File: src/program.hex
// one 128-bit cache line per row with word 3 leftmost
a000000ca0000008a0000004a0000000
a001001ca0010018a0010014a0010010
a002002ca0020028a0020024a0020020
a003003ca0030038a0030034a0030030
a004004ca0040048a0040044a0040040
a005005ca0050058a0050054a0050050
a006006ca0060068a0060064a0060060
a007007ca0070078a0070074a0070070
a008008ca0080088a0080084a0080080
a009009ca0090098a0090094a0090090
a00a00aca00a00a8a00a00a4a00a00a0
a00b00bca00b00b8a00b00b4a00b00b0
a00c00cca00c00c8a00c00c4a00c00c0
a00d00dca00d00d8a00d00d4a00d00d0
a00e00eca00e00e8a00e00e4a00e00e0
a00f00fca00f00f8a00f00f4a00f00f0
a010010ca0100108a0100104a0100100
a011011ca0110118a0110114a0110110
a012012ca0120128a0120124a0120120
a013013ca0130138a0130134a0130130
a014014ca0140148a0140144a0140140
a015015ca0150158a0150154a0150150
a016016ca0160168a0160164a0160160
a017017ca0170178a0170174a0170170
a018018ca0180188a0180184a0180180
a019019ca0190198a0190194a0190190
a01a01aca01a01a8a01a01a4a01a01a0
a01b01bca01b01b8a01b01b4a01b01b0
a01c01cca01c01c8a01c01c4a01c01c0
a01d01dca01d01d8a01d01d4a01d01d0
a01e01eca01e01e8a01e01e4a01e01e0
a01f01fca01f01f8a01f01f4a01f01f0
a020020ca0200208a0200204a0200200
a021021ca0210218a0210214a0210210
a022022ca0220228a0220224a0220220
a023023ca0230238a0230234a0230230
a024024ca0240248a0240244a0240240
a025025ca0250258a0250254a0250250
a026026ca0260268a0260264a0260260
a027027ca0270278a0270274a0270270
a028028ca0280288a0280284a0280280
a029029ca0290298a0290294a0290290
a02a02aca02a02a8a02a02a4a02a02a0
a02b02bca02b02b8a02b02b4a02b02b0
a02c02cca02c02c8a02c02c4a02c02c0
a02d02dca02d02d8a02d02d4a02d02d0
a02e02eca02e02e8a02e02e4a02e02e0
a02f02fca02f02f8a02f02f4a02f02f0
a030030ca0300308a0300304a0300300
a031031ca0310318a0310314a0310310
a032032ca0320328a0320324a0320320
a033033ca0330338a0330334a0330330
a034034ca0340348a0340344a0340340
a035035ca0350358a0350354a0350350
a036036ca0360368a0360364a0360360
a037037ca0370378a0370374a0370370
a038038ca0380388a0380384a0380380
a039039ca0390398a0390394a0390390
a03a03aca03a03a8a03a03a4a03a03a0
a03b03bca03b03b8a03b03b4a03b03b0
a03c03cca03c03c8a03c03c4a03c03c0
a03d03dca03d03d8a03d03d4a03d03d0
a03e03eca03e03e8a03e03e4a03e03e0
a03f03fca03f03f8a03f03f4a03f03f0
a040040ca0400408a0400404a0400400
a041041ca0410418a0410414a0410410
a042042ca0420428a0420424a0420420
a043043ca0430438a0430434a0430430
a044044ca0440448a0440444a0440440
a045045ca0450458a0450454a0450450
a046046ca0460468a0460464a0460460
a047047ca0470478a0470474a0470470
a048048ca0480488a0480484a0480480
a049049ca0490498a0490494a0490490
a04a04aca04a04a8a04a04a4a04a04a0
a04b04bca04b04b8a04b04b4a04b04b0
a04c04cca04c04c8a04c04c4a04c04c0
a04d04dca04d04d8a04d04d4a04d04d0
a04e04eca04e04e8a04e04e4a04e04e0
a04f04fca04f04f8a04f04f4a04f04f0
a050050ca0500508a0500504a0500500
a051051ca0510518a0510514a0510510
a052052ca0520528a0520524a0520520
a053053ca0530538a0530534a0530530
a054054ca0540548a0540544a0540540
a055055ca0550558a0550554a0550550
a056056ca0560568a0560564a0560560
a057057ca0570578a0570574a0570570
a058058ca0580588a0580584a0580580
a059059ca0590598a0590594a0590590
a05a05aca05a05a8a05a05a4a05a05a0
a05b05bca05b05b8a05b05b4a05b05b0
a05c05cca05c05c8a05c05c4a05c05c0
a05d05dca05d05d8a05d05d4a05d05d0
a05e05eca05e05e8a05e05e4a05e05e0
a05f05fca05f05f8a05f05f4a05f05f0
a060060ca0600608a0600604a0600600
a061061ca0610618a0610614a0610610
a062062ca0620628a0620624a0620620
a063063ca0630638a0630634a0630630
a064064ca0640648a0640644a0640640
a065065ca0650658a0650654a0650650
a066066ca0660668a0660664a0660660
a067067ca0670678a0670674a0670670
a068068ca0680688a0680684a0680680
a069069ca0690698a0690694a0690690
a06a06aca06a06a8a06a06a4a06a06a0
a06b06bca06b06b8a06b06b4a06b06b0
a06c06cca06c06c8a06c06c4a06c06c0
a06d06dca06d06d8a06d06d4a06d06d0
a06e06eca06e06e8a06e06e4a06e06e0
a06f06fca06f06f8a06f06f4a06f06f0
a070070ca0700708a0700704a0700700
a071071ca0710718a0710714a0710710
a072072ca0720728a0720724a0720720
a073073ca0730738a0730734a0730730
a074074ca0740748a0740744a0740740
a075075ca0750758a0750754a0750750
a076076ca0760768a0760764a0760760
a077077ca0770778a0770774a0770770
a078078ca0780788a0780784a0780780
a079079ca0790798a0790794a0790790
a07a07aca07a07a8a07a07a4a07a07a0
a07b07bca07b07b8a07b07b4a07b07b0
a07c07cca07c07c8a07c07c4a07c07c0
a07d07dca07d07d8a07d07d4a07d07d0
a07e07eca07e07e8a07e07e4a07e07e0
a07f07fca07f07f8a07f07f4a07f07f0

File: src/icache_pkg.sv
package icache_pkg;

	// ==========================================================================
	// address and data widths
	// ==========================================================================

	typedef logic [10:0]  addr_t;     // byte address into 2 KB of program
	typedef logic [2:0]   tag_t;      // addr 10:8
	typedef logic [3:0]   index_t;    // addr 7:4
	typedef logic [31:0]  inst_t;
	typedef logic [127:0] line_t;     // four words per line
	typedef logic [3:0]   way_mask_t; // hit mask or one-hot way

	// ==========================================================================
	// geometry
	// ==========================================================================

	localparam int NUM_WAYS  = 4;
	localparam int NUM_SETS  = 16;
	localparam int MEM_LINES = 128;

	localparam addr_t RESET_PC = '0;
	localparam MEM_FILE = "/design/src/program.hex";

	// address fields and word select
	function automatic tag_t addr_tag(input addr_t a);
		return a[10:8];
	endfunction

	function automatic index_t addr_index(input addr_t a);
		return a[7:4];
	endfunction

	// word at byte offset 3:2 within a line
	function automatic inst_t line_word(input line_t l, input addr_t a);
		return l[{a[3:2], 5'b0} +: $bits(inst_t)];
	endfunction

endpackage
File: src/fetch_hold_reg.sv
module fetch_hold_reg
	import icache_pkg::*;
(
	input  logic  clk,
	input  logic  rst,
	input  logic  stall,
	input  inst_t word,
	input  addr_t word_pc,
	input  logic  word_valid,
	output inst_t inst,
	output addr_t inst_pc,
	output logic  inst_valid
);

	logic  holding;
	inst_t inst_cap;
	addr_t pc_cap;
	logic  valid_cap;

	// set after the first stalled cycle, drops with stall
	always_ff @(posedge clk) begin
		if (rst) begin
			holding <= 1'b0;
		end else begin
			holding <= stall;
		end
	end

	always_ff @(posedge clk) begin
		if (rst) begin
			valid_cap <= 1'b0;
		end else if (stall && !holding) begin
			valid_cap <= word_valid;
		end
	end

	// capture once, on entry to the stall
	always_ff @(posedge clk) begin
		if (stall && !holding) begin
			inst_cap <= word;
			pc_cap   <= word_pc;
		end
	end

	assign inst       = holding ? inst_cap  : word;
	assign inst_pc    = holding ? pc_cap    : word_pc;
	assign inst_valid = holding ? valid_cap : word_valid;

endmodule

File: config.mk
export PLATFORM = sky130hd
export DESIGN_NAME = fetch_hold_reg
export DESIGN_NICKNAME = d
export VERILOG_FILES = /design/src/icache_pkg.sv /design/src/fetch_hold_reg.sv
export SDC_FILE = /design/constraint.sdc
export NUM_CORES = 1
export LEC_CHECK = 0
export BUFFER_PORTS_ARGS = -buffer_cell sky130_fd_sc_hd__buf_2
export CELL_PAD_IN_SITES_DETAIL_PLACEMENT = 1
export CELL_PAD_IN_SITES_GLOBAL_PLACEMENT = 1
export CORE_MARGIN = 2
export CORE_UTILIZATION = 35
export CTS_CLUSTER_DIAMETER = 80
export DETAILED_ROUTE_END_ITERATION = 16
export PLACE_DENSITY = 0.77
export SETUP_SLACK_MARGIN = 0.1
export SLEW_MARGIN = 20
export SYNTH_ARGS = -nofsm -noshare
export SYNTH_HDL_FRONTEND = slang
export SYNTH_SLANG_ARGS = --single-unit
File: constraint.sdc
create_clock -name clk -period 3.5 [get_ports clk]
set_clock_uncertainty 0.2 [all_clocks]
set_input_delay 0.875 -clock clk [delete_from_list [all_inputs] [get_ports clk]]
set_output_delay 0.875 -clock clk [all_outputs]
set_load 0.01 [all_outputs]
# After elaboration in Yosys (flattened, before gate mapping)
# Index checks and enable logic that the tools add are counted.
[totals]
register_bits = 45
[op_classes]
n_mux = 3
reduce_logical = 2
[op_table]
columns = ["op", "n"]
rows = [
  ["32-bit 2-to-1 mux", 1],
  ["11-bit 2-to-1 mux", 1],
  ["1-bit logical AND", 1],
  ["1-bit zero test", 1],
  ["1-bit 2-to-1 mux", 1],
]

# Logic depth before layout (Yosys ltp)
[logic_depth]
ltp_word = 2
depth_mapped = 3
ltp_nobuf = 2

# Worst setup path after synthesis
# No wires, ideal clock.
[synth_path]
kind = "input -> register"
from = "in stall"
to = "reg valid_cap"
setup_ps = 229
t_arrival_ps = 3072
required_ps = 3071
slack_ps = -1
path_stages = 2
cell_sequence = "nor2b_1 -> o21ai_0"
[synth_between]
elab_chain_len = 1
[synth_lines]
columns = ["item", "line", "rtl"]
rows = [
  ["start, declared", "fetch_hold_reg.sv:6", "input logic stall,"],
  ["1-bit logical AND", "fetch_hold_reg.sv:32", "end else if (stall && !holding) begin"],
  ["end signal, assigned", "fetch_hold_reg.sv:33", "valid_cap <= word_valid;"],
  ["end, declared", "fetch_hold_reg.sv:18", "logic valid_cap;"],
]
# Every way passes these cells.
# A chain may end at the register's enable or synchronous reset.

# Final worst setup path
[layout_path]
from = "reg holding"
to = "out inst_pc[8]"
[layout_between]
elab_chain_len = 1
[layout_lines]
columns = ["item", "line", "rtl"]
rows = [
  ["start, declared", "fetch_hold_reg.sv:15", "logic holding;"],
  ["start signal, assigned", "fetch_hold_reg.sv:25", "holding <= stall;"],
  ["11-bit 2-to-1 mux", "fetch_hold_reg.sv:46", "assign inst_pc = holding ? pc_cap : word_pc;"],
  ["end, declared", "fetch_hold_reg.sv:11", "output addr_t inst_pc,"],
]
# Every way passes these cells.

==> metrics <==
Min-Delay Path Class reg -> reg; Starting DRT DRC Count 52; Setup Fix Bufs, Post-CTS 0; number of global-route vias before repair 1320; Placed Instance Area 0.00261 sq mm; largest net degree at the start of global routing 29; DIE WIDTH slightly above 80 um; total power 1.15 mW; Final Hold Viols 0; vias 1215; crit end category output pin; Clk network pwr share 0.279; Top Ports between 90 and 100; clock sink total 45; CP max FO 28; fraction of layout cells with a size suffix above 1 0.742; initial antenna violation count 0; Syn. warnings 0; area grow syn2layout 28.1%; setup TNS 0 ns; CP Launch Point holding; area of the multi-input gates between 600 and 700 sq um; R2R Path Start holding; die area 0.00665 sq mm; Resized cells post-CTS 0; max cap viols 0; Hold Startpoint valid_cap; R2R setup slack approximately 1.4 ns; # rows 28; Fmax 0.340 GHz; slew margin rel. 0.568; Switching Fraction 0.222; Pwr Density 426 mW/mm^2; number of buffers inserted by port buffering 90; fin crit period 2.94 ns; first-pass GRT wire length 6310 um; leak pwr 1.18 nW; Pint between 800 and 900 uW; DRT antenna net count 0; fill cell count 619; Mapped Cells 99; register area 0.00133 sq mm; Slew Limit Fails 0; VDD IR max 0.000210 V; critical path class reg -> out; Worst Path Required ~2.4 ns; RSZ-0062 raised after global routing no; Synthesized Nets 146; Mapped Area between 0.002 and 0.0025 sq mm; CTS tree yes; total wire length 4160 um; GRT Total Usage 0.129; crit share post-route 0.841; Post-CTS Hold Fix Bufs 0; clock-pin slew of the registers on the worst-case setup and hold paths 0.08 ns; status finished clean; count of final setup violators 0; number of library cell types mapped by synthesis 10; Net Sw Power between 200 and 300 uW; hold-critical path endpoint valid_cap; GP Congestion 0.663; combinational power share 0.165; syn avg cell area approximately 21 sq um; Die Height 81.5 um; worst r2r path cells 3; Initial Utilization 0.359; Seq pwr share 0.555; CTS buffer count 5; drt drc 0; Critical Path Start Type register; worst skew pair latency 0.28 ns; #FFs+latches synth 45; terminus of the critical flop-to-flop path inst_cap[18]; Via density 4.52; slew at the pin closest to its max-slew limit 0.648 ns; Hold Crit Depth 2; drt first pass iters 4; CP Data Arrival Time ~1.9 ns; hpwl dp 3120 um; DR WL/cell 15.5 um; core area around 0.0059 sq mm; grt total ovfl 0; post-layout worst setup margin 0.555 ns; Nets 240; root buf cell clkbuf_8; Design Area, Final 0.00270 sq mm; Setup Slack @ Placement 0.843 ns; Max Root-Sink Buffers 2; ANT cells 0; post-synthesis sequential area ratio 0.633; H-Tree Level Count 2
-- kinds of logic after synthesis --
logic type / share of synthesized area
flip-flops: 0.633
multiplexers: 0.307
AO/OA/AOI/OAI: 0.00238
AND/OR/NAND/NOR: 0.0143
buffers and inverters: 0.0434
-- cells in the final DEF, fill, tap and decap left out, drive strengths merged --
master | synthesis | routed
o21ai | 1 | 1
mux2 | 44 | 44
nand4bb | 1 | 1
dfxtp | 2 | 2
nand2b | 1 | 1
edfxtp | 43 | 43
nor2b | 2 | 2
clkbuf | 0 | 8
buf | 5 | 92
-- synth_stat cells --
master      n  share of area
buf_12      4          0.038
buf_6       1         0.0054
dfxtp_1     2          0.019
edfxtp_1   43           0.61
mux2_2      4          0.021
mux2_4     40           0.29
nand2b_1    1         0.0030
nand4bb_1   1         0.0054
nor2b_1     2         0.0059
o21ai_0     1         0.0024
-- critical path, cell delays in order, from the launching register on --
cell     delay, ns
dfxtp_2       0.75
buf_12        0.31
mux2_2        0.37
buf_2         0.14
-- metal layers --
layer	GRT usage	share of wire	vias up
li1	-	-	569
met3	0.0495	0.078	2
met4	0.0407	0.0058	0
met2	0.202	0.49	53
met1	0.165	0.43	591
met5	0	0	-
-- state kept, by name, indices dropped and copies added (netlist names) --
name	count
inst_cap	32
pc_cap	11
holding	1
valid_cap	1
-- cell type report --
type                    instances  area share
flip-flops and latches         45       0.494
clock buffers                   8      0.0334
well taps                      75      0.0348
repair buffers                 92       0.182
multi-input cells              49       0.255
-- per-stage QoR --
| stage | utilization | instances | hold WS (ns) |
|---|---|---|---|
| global placement | 0.445 | 261 | 0.266 |
| finish | 0.461 | 269 | 0.291 |
| floorplan | - | 99 | 0.245 |
| CTS | 0.461 | 269 | 0.298 |
| global route | 0.461 | 269 | 0.378 |
| detailed placement | 0.445 | 261 | 0.289 |
-- power groups by stage --
stage          clock network (mW)  logic [mW]  registers (mW)
2_1_floorplan                   0       0.122           0.642
3_3_place_gp                    0       0.189           0.649
3_5_place_dp                    0       0.193           0.651
4_1_cts                     0.337       0.194           0.639
5_1_grt                     0.362       0.206           0.642
6_report                    0.321       0.190           0.638
-- worst max-delay path by stage --
stage / endpoint / slack (ns) / depth (start not counted)
after floorplan: inst_cap[0] / 0.85 / 1
after global placement: inst_pc[9] / 0.87 / 3
after detailed placement: inst_pc[8] / 0.84 / 3
after CTS: inst_pc[8] / 0.51 / 3
after global routing: inst_pc[8] / 0.45 / 3
final: inst_pc[8] / 0.56 / 3
(Power assumes the default switching activity.)
