[src/program.hex]
// one 128-bit cache line per row with word 3 leftmost
a000000ca0000008a0000004a0000000
a001001ca0010018a0010014a0010010
a002002ca0020028a0020024a0020020
a003003ca0030038a0030034a0030030
a004004ca0040048a0040044a0040040
a005005ca0050058a0050054a0050050
a006006ca0060068a0060064a0060060
a007007ca0070078a0070074a0070070
a008008ca0080088a0080084a0080080
a009009ca0090098a0090094a0090090
a00a00aca00a00a8a00a00a4a00a00a0
a00b00bca00b00b8a00b00b4a00b00b0
a00c00cca00c00c8a00c00c4a00c00c0
a00d00dca00d00d8a00d00d4a00d00d0
a00e00eca00e00e8a00e00e4a00e00e0
a00f00fca00f00f8a00f00f4a00f00f0
a010010ca0100108a0100104a0100100
a011011ca0110118a0110114a0110110
a012012ca0120128a0120124a0120120
a013013ca0130138a0130134a0130130
a014014ca0140148a0140144a0140140
a015015ca0150158a0150154a0150150
a016016ca0160168a0160164a0160160
a017017ca0170178a0170174a0170170
a018018ca0180188a0180184a0180180
a019019ca0190198a0190194a0190190
a01a01aca01a01a8a01a01a4a01a01a0
a01b01bca01b01b8a01b01b4a01b01b0
a01c01cca01c01c8a01c01c4a01c01c0
a01d01dca01d01d8a01d01d4a01d01d0
a01e01eca01e01e8a01e01e4a01e01e0
a01f01fca01f01f8a01f01f4a01f01f0
a020020ca0200208a0200204a0200200
a021021ca0210218a0210214a0210210
a022022ca0220228a0220224a0220220
a023023ca0230238a0230234a0230230
a024024ca0240248a0240244a0240240
a025025ca0250258a0250254a0250250
a026026ca0260268a0260264a0260260
a027027ca0270278a0270274a0270270
a028028ca0280288a0280284a0280280
a029029ca0290298a0290294a0290290
a02a02aca02a02a8a02a02a4a02a02a0
a02b02bca02b02b8a02b02b4a02b02b0
a02c02cca02c02c8a02c02c4a02c02c0
a02d02dca02d02d8a02d02d4a02d02d0
a02e02eca02e02e8a02e02e4a02e02e0
a02f02fca02f02f8a02f02f4a02f02f0
a030030ca0300308a0300304a0300300
a031031ca0310318a0310314a0310310
a032032ca0320328a0320324a0320320
a033033ca0330338a0330334a0330330
a034034ca0340348a0340344a0340340
a035035ca0350358a0350354a0350350
a036036ca0360368a0360364a0360360
a037037ca0370378a0370374a0370370
a038038ca0380388a0380384a0380380
a039039ca0390398a0390394a0390390
a03a03aca03a03a8a03a03a4a03a03a0
a03b03bca03b03b8a03b03b4a03b03b0
a03c03cca03c03c8a03c03c4a03c03c0
a03d03dca03d03d8a03d03d4a03d03d0
a03e03eca03e03e8a03e03e4a03e03e0
a03f03fca03f03f8a03f03f4a03f03f0
a040040ca0400408a0400404a0400400
a041041ca0410418a0410414a0410410
a042042ca0420428a0420424a0420420
a043043ca0430438a0430434a0430430
a044044ca0440448a0440444a0440440
a045045ca0450458a0450454a0450450
a046046ca0460468a0460464a0460460
a047047ca0470478a0470474a0470470
a048048ca0480488a0480484a0480480
a049049ca0490498a0490494a0490490
a04a04aca04a04a8a04a04a4a04a04a0
a04b04bca04b04b8a04b04b4a04b04b0
a04c04cca04c04c8a04c04c4a04c04c0
a04d04dca04d04d8a04d04d4a04d04d0
a04e04eca04e04e8a04e04e4a04e04e0
a04f04fca04f04f8a04f04f4a04f04f0
a050050ca0500508a0500504a0500500
a051051ca0510518a0510514a0510510
a052052ca0520528a0520524a0520520
a053053ca0530538a0530534a0530530
a054054ca0540548a0540544a0540540
a055055ca0550558a0550554a0550550
a056056ca0560568a0560564a0560560
a057057ca0570578a0570574a0570570
a058058ca0580588a0580584a0580580
a059059ca0590598a0590594a0590590
a05a05aca05a05a8a05a05a4a05a05a0
a05b05bca05b05b8a05b05b4a05b05b0
a05c05cca05c05c8a05c05c4a05c05c0
a05d05dca05d05d8a05d05d4a05d05d0
a05e05eca05e05e8a05e05e4a05e05e0
a05f05fca05f05f8a05f05f4a05f05f0
a060060ca0600608a0600604a0600600
a061061ca0610618a0610614a0610610
a062062ca0620628a0620624a0620620
a063063ca0630638a0630634a0630630
a064064ca0640648a0640644a0640640
a065065ca0650658a0650654a0650650
a066066ca0660668a0660664a0660660
a067067ca0670678a0670674a0670670
a068068ca0680688a0680684a0680680
a069069ca0690698a0690694a0690690
a06a06aca06a06a8a06a06a4a06a06a0
a06b06bca06b06b8a06b06b4a06b06b0
a06c06cca06c06c8a06c06c4a06c06c0
a06d06dca06d06d8a06d06d4a06d06d0
a06e06eca06e06e8a06e06e4a06e06e0
a06f06fca06f06f8a06f06f4a06f06f0
a070070ca0700708a0700704a0700700
a071071ca0710718a0710714a0710710
a072072ca0720728a0720724a0720720
a073073ca0730738a0730734a0730730
a074074ca0740748a0740744a0740740
a075075ca0750758a0750754a0750750
a076076ca0760768a0760764a0760760
a077077ca0770778a0770774a0770770
a078078ca0780788a0780784a0780780
a079079ca0790798a0790794a0790790
a07a07aca07a07a8a07a07a4a07a07a0
a07b07bca07b07b8a07b07b4a07b07b0
a07c07cca07c07c8a07c07c4a07c07c0
a07d07dca07d07d8a07d07d4a07d07d0
a07e07eca07e07e8a07e07e4a07e07e0
a07f07fca07f07f8a07f07f4a07f07f0

[src/icache_pkg.sv]
package icache_pkg;

	// ==========================================================================
	// address and data widths
	// ==========================================================================

	typedef logic [10:0]  addr_t;     // byte address into 2 KB of program
	typedef logic [2:0]   tag_t;      // addr 10:8
	typedef logic [3:0]   index_t;    // addr 7:4
	typedef logic [31:0]  inst_t;
	typedef logic [127:0] line_t;     // four words per line
	typedef logic [3:0]   way_mask_t; // hit mask or one-hot way

	// ==========================================================================
	// geometry
	// ==========================================================================

	localparam int NUM_WAYS  = 4;
	localparam int NUM_SETS  = 16;
	localparam int MEM_LINES = 128;

	localparam addr_t RESET_PC = '0;
	localparam MEM_FILE = "/design/src/program.hex";

	// address fields and word select
	function automatic tag_t addr_tag(input addr_t a);
		return a[10:8];
	endfunction

	function automatic index_t addr_index(input addr_t a);
		return a[7:4];
	endfunction

	// word at byte offset 3:2 within a line
	function automatic inst_t line_word(input line_t l, input addr_t a);
		return l[{a[3:2], 5'b0} +: $bits(inst_t)];
	endfunction

endpackage
[src/fetch_pc_gen.sv]
module fetch_pc_gen
	import icache_pkg::*;
(
	input  logic  clk,
	input  logic  rst,
	input  logic  stall,
	input  logic  redirect,
	input  addr_t redirect_pc,
	output addr_t fetch_addr,
	output logic  fetch_valid
);

	addr_t pc;
	logic  started; // low for the first cycle out of reset

	always_ff @(posedge clk) begin
		if (rst) begin
			pc      <= RESET_PC;
			started <= 1'b0;
		end else begin
			started <= 1'b1;
			if (!stall) begin
				if (redirect) begin
					pc <= redirect_pc;     // new target, fetched next cycle
				end else if (started) begin
					pc <= pc + addr_t'(4); // one word per cycle
				end
			end
		end
	end

	// RESET_PC is not stepped past before it has been fetched once

	assign fetch_addr = pc;

	// redirect cancels the fetch already in flight
	assign fetch_valid = started && !redirect;

endmodule

[config.mk]
export PLATFORM = sky130hd
export DESIGN_NAME = fetch_pc_gen
export DESIGN_NICKNAME = d
export VERILOG_FILES = /design/src/icache_pkg.sv /design/src/fetch_pc_gen.sv
export SDC_FILE = /design/constraint.sdc
export NUM_CORES = 1
export LEC_CHECK = 0
export ABC_CLOCK_PERIOD_IN_PS = 3000
export BUFFER_PORTS_ARGS = -buffer_cell sky130_fd_sc_hd__buf_2
export CORE_MARGIN = 5
export CORE_UTILIZATION = 51
export DETAILED_ROUTE_END_ITERATION = 10
export GPL_TIMING_DRIVEN = 0
export PLACE_DENSITY_LB_ADDON = 0.05
export RECOVER_POWER = 25
export SKIP_LAST_GASP = 1
export SYNTH_ARGS = -nofsm -noshare
export SYNTH_HDL_FRONTEND = slang
export SYNTH_SLANG_ARGS = --single-unit
[constraint.sdc]
create_clock -name clk -period 3 [get_ports clk]
set_input_delay 0.9 -clock clk [delete_from_list [all_inputs] [get_ports clk]]
set_output_delay 0.9 -clock clk [all_outputs]
set_load 0.02 [all_outputs]
Yosys cells after proc, flatten, opt, wreduce, memory -nomap -nowiden
Cells that the tools add are included.

Register bits after elaboration: 12. Logic and storage cells: 11.

Muxes and demuxes: 3. Reduce and logical (&&, ||, !) cells: 4. $add $sub $neg: 1. Bitwise operators: 1.

Operators with widths (count): $mux W11 (2); $add A11 B3 Y11 const B (1); $reduce_and A2 Y1 (1); $reduce_bool A2 Y1 (1); $logic_and A1 B1 Y1 (1); $logic_not A1 Y1 (1); $mux W1 (1); $not A1 Y1 (1).

Longest topological paths before layout
Depth after elaboration: 3. Mapped depth: 5. Gate-level depth less buffers: 4.

Worst setup path after synthesis
Ideal clock, no wire load.

Path kind: input to output. Start: in redirect. End: out fetch_valid. Path buffers: 2. Setup slack: 0.645 ns. Cell stages on the path: 3. Data arrival time: 1.455 ns. Cell sequence: buf_6 buf_6 nor2b_1.

Word-level cells in the longest chain between the ends: 2.

Ends and longest elaborated chain: start: declaration (line fetch_pc_gen.sv:7) `input logic redirect,`; $logic_not A1 Y1 (line fetch_pc_gen.sv:37) `assign fetch_valid = started && !redirect;`; $logic_and A1 B1 Y1 (line fetch_pc_gen.sv:37); end: declaration (line fetch_pc_gen.sv:10) `output logic fetch_valid`.

Every way passes these cells.

Worst setup path in the final report
Ends and elaborated chain as after synthesis.

==> results.cfg <==
[status]
run_status = completed

[layout]
area_growth_pct = 21.77
drive_gt1_share_pct = 33.33
num_antenna_cells = 0
final_nets = 128

[global_route]
grt_pass1_wl_um = 3339
overflow = 0
antenna_found_initial = 0
grt_max_degree = 11
via_count_of_the_first_global_routing_pass = 726
global_route.usage.total_pct = 21.01

[synth]
yosysTopAreaCell = dfxtp_1
synth-seq-cells = 12
yosysSeqAreaShare_pct = 32.65
yosys_warnings = 0
synth_cell_type_count = 39
synth_area_per_cell_um2 = 9.083
synth.top_cells.by_area = dfxtp_1, nand2_1, buf_6, nor2_1, buf_12
synth.cell_area_um2 = 735.7
yosys.area.top_type_share_pct = 32.65
synth_fp_nets = 97
syn_inst = 81

[sta]
post-route-min-period_ns = 2.609
final_hold_viol_count = 0
final-setup-viol-count = 0
final.setup.tns_ns = 0
final.period_utilization_pct = 86.95
max_slew_violation_count = 0
timing.slew.headroom_pct = 64.68
rsz0062_at_grt = no
hold-worst-slack_ns = 0.4635
max_slew.worst_pin.slew_ns = 0.5298
fin_worst_skew_ns = 0.003180
fmaxAchievable_ghz = 0.3833

[floorplan]
initial_utilization_pct = 55.16
core_um2 = 1334
row_count = 13
fp.dieH_um = 47.98
design.die.area_um2 = 2302
boundaryPins = 27
die_x_um = 47.98

[clock_network]
post_cts.repair.setup_buffers = 0
post_cts_sizing = 0
ctsHtreeMaxLevel = 1
post_cts_hold_fix_bufs = 0
cell_chosen_for_the_clock_root = clkbuf_4
clock_tree.buffer_depth = 2
clkSlewWorstSetupHoldPaths_ns = 0.08
clock_sinks = 12
cts_tree = built
cts_buffers = 3
clock_insertion_delay_worst_skew_ns = 0.28

[critical_path]
critical_path.endpoint_type = output pin
path_class = primary input to output pin
arrival_ns = 1.71
cp_max_fo = 10
worst_setup_path_start_kind = primary input
critical_path_required_ns = 2.10

[route]
detailroute.via_count = 786
via_per_inst = 6.238
first_iter_violations = 17
detail-route-antenna-nets = 0
drt-pass1-iter-count = 4
drt-wirelength-per-cell_um = 16.35
routed_wl_um = 2060
post-route-drc-count = 0

[power]
power.leakage_nw = 0.3774
peakVddDrop_mv = 0.3021
power.density_nw_per_um2 = 441.0

[place]
routabilityCongestion = 0.8235
placed_wire_length_estimate_um = 1476
port_buffers = 26

[worst_hold_path]
worstHoldPathType = register to register

[job]
cap_viol_max_count = 0
area by class of cell:
cell class,instances,area (um2)
flip-flops and latches,12,240.2
plain buffers,3,26.28
well taps,15,18.77
repair buffers,26,127.6
fillers,131,437.9
multi-input cells,64,439.2
inverters,2,7.507
clock buffers,4,36.28
per-layer routing:
metal	wire (um)	vias up	global-route usage [%]	share of wire (%)
li1	-	373	-	-
met1	852	370	25.44	41
met2	1027	39	34.56	50
met3	164	4	7.895	8.0
met4	16	0	5.914	0.78
met5	0	-	0	0
report_power, final:
| group | leakage, nW | internal (mW) | switching (mW) |
|---|---|---|---|
| registers | 0.0987 | 0.169 | 0.0136 |
| clock network | 0.0210 | 0.0738 | 0.0581 |
| logic | 0.258 | 0.0337 | 0.0473 |
cell families (layout without fill, tap and decap cells):
logic type	count (synthesis)	count (layout)	share of synthesized area (%)
simple gates	34	34	25.51
compound gates	27	27	30.61
flops	12	12	32.65
buf+inv	5	35	6.802
mux	2	2	2.721
fa+ha+maj	1	1	1.700
placed cells by master, fill, tap and decap left out, types with 2 or more instances in the layout:
cell type / Yosys / layout
nand3_1: 3 / 3
o211ai_1: 2 / 2
and3_1: 2 / 2
nor2b_1: 2 / 2
dfxtp_1: 12 / 12
clkbuf_4: 0 / 3
nand2_1: 7 / 7
clkbuf_1: 0 / 3
or2b_1: 2 / 2
buf_2: 0 / 24
o21ai_0: 4 / 4
a21oi_1: 3 / 3
a311oi_1: 2 / 2
a32oi_1: 2 / 2
nand3b_1: 2 / 2
and2_1: 3 / 3
nor2_1: 6 / 6
nor4_1: 2 / 2
buf_6: 2 / 2
a211oi_1: 2 / 2
mux2i_1: 2 / 2
synthesized netlist by cell type:
| master | n |
|---|---|
| dfxtp_1 | 12 |
| nand2_1 | 7 |
| nor2_1 | 6 |
| o21ai_0 | 4 |
| a21oi_1 | 3 |
| and2_1 | 3 |
| nand3_1 | 3 |
| a211oi_1 | 2 |
| a311oi_1 | 2 |
| a32oi_1 | 2 |
| and3_1 | 2 |
| buf_6 | 2 |
| mux2i_1 | 2 |
| nand3b_1 | 2 |
| nor2b_1 | 2 |
| nor4_1 | 2 |
| o211ai_1 | 2 |
| or2b_1 | 2 |
| a2111oi_2 | 1 |
| a211oi_2 | 1 |
| a21oi_2 | 1 |
| a311oi_2 | 1 |
| a31oi_1 | 1 |
| buf_12 | 1 |
| clkinv_1 | 1 |
| ha_1 | 1 |
| inv_1 | 1 |
| nand4_1 | 1 |
| nor3_1 | 1 |
| nor3_2 | 1 |
| nor3b_1 | 1 |
| o2111ai_1 | 1 |
| o211ai_2 | 1 |
| o21a_1 | 1 |
| o21ba_4 | 1 |
| o21bai_1 | 1 |
| o221ai_1 | 1 |
| o22ai_1 | 1 |
| or3b_2 | 1 |
worst max-delay path: stages:
cell and delay [ns]:
clkbuf_1 0.25, buf_6 0.20, buf_6 0.15, nor2b_1 0.05, buf_2 0.15
final timing paths:
check,endpoint,depth (start not counted),startpoint,slack [ns]
max,fetch_valid,5,redirect,0.39
min,fetch_addr[1],2,fetch_addr[1],0.46
max reg2reg,fetch_addr[10],4,fetch_addr[2],1.39
min reg2reg,fetch_addr[1],2,fetch_addr[1],0.46
through the flow:
stage	area (um2)	utilization, %	power (mW)	cells	setup WS, ns
finish	895.9	67.17	0.3951	126	0.3914
global placement	884.6	66.32	0.2683	122	0.5075
floorplan	735.7	-	0.2387	81	0.6454
CTS	920.9	69.04	0.4016	126	0.4630
detailed placement	884.6	66.32	0.2715	122	0.4641
global route	895.9	67.17	0.4151	126	0.3433
sequential cells by signal (all words and copies together) (netlist names):
name	flops
started	1
fetch_addr	11
(Power assumes the default switching activity.)
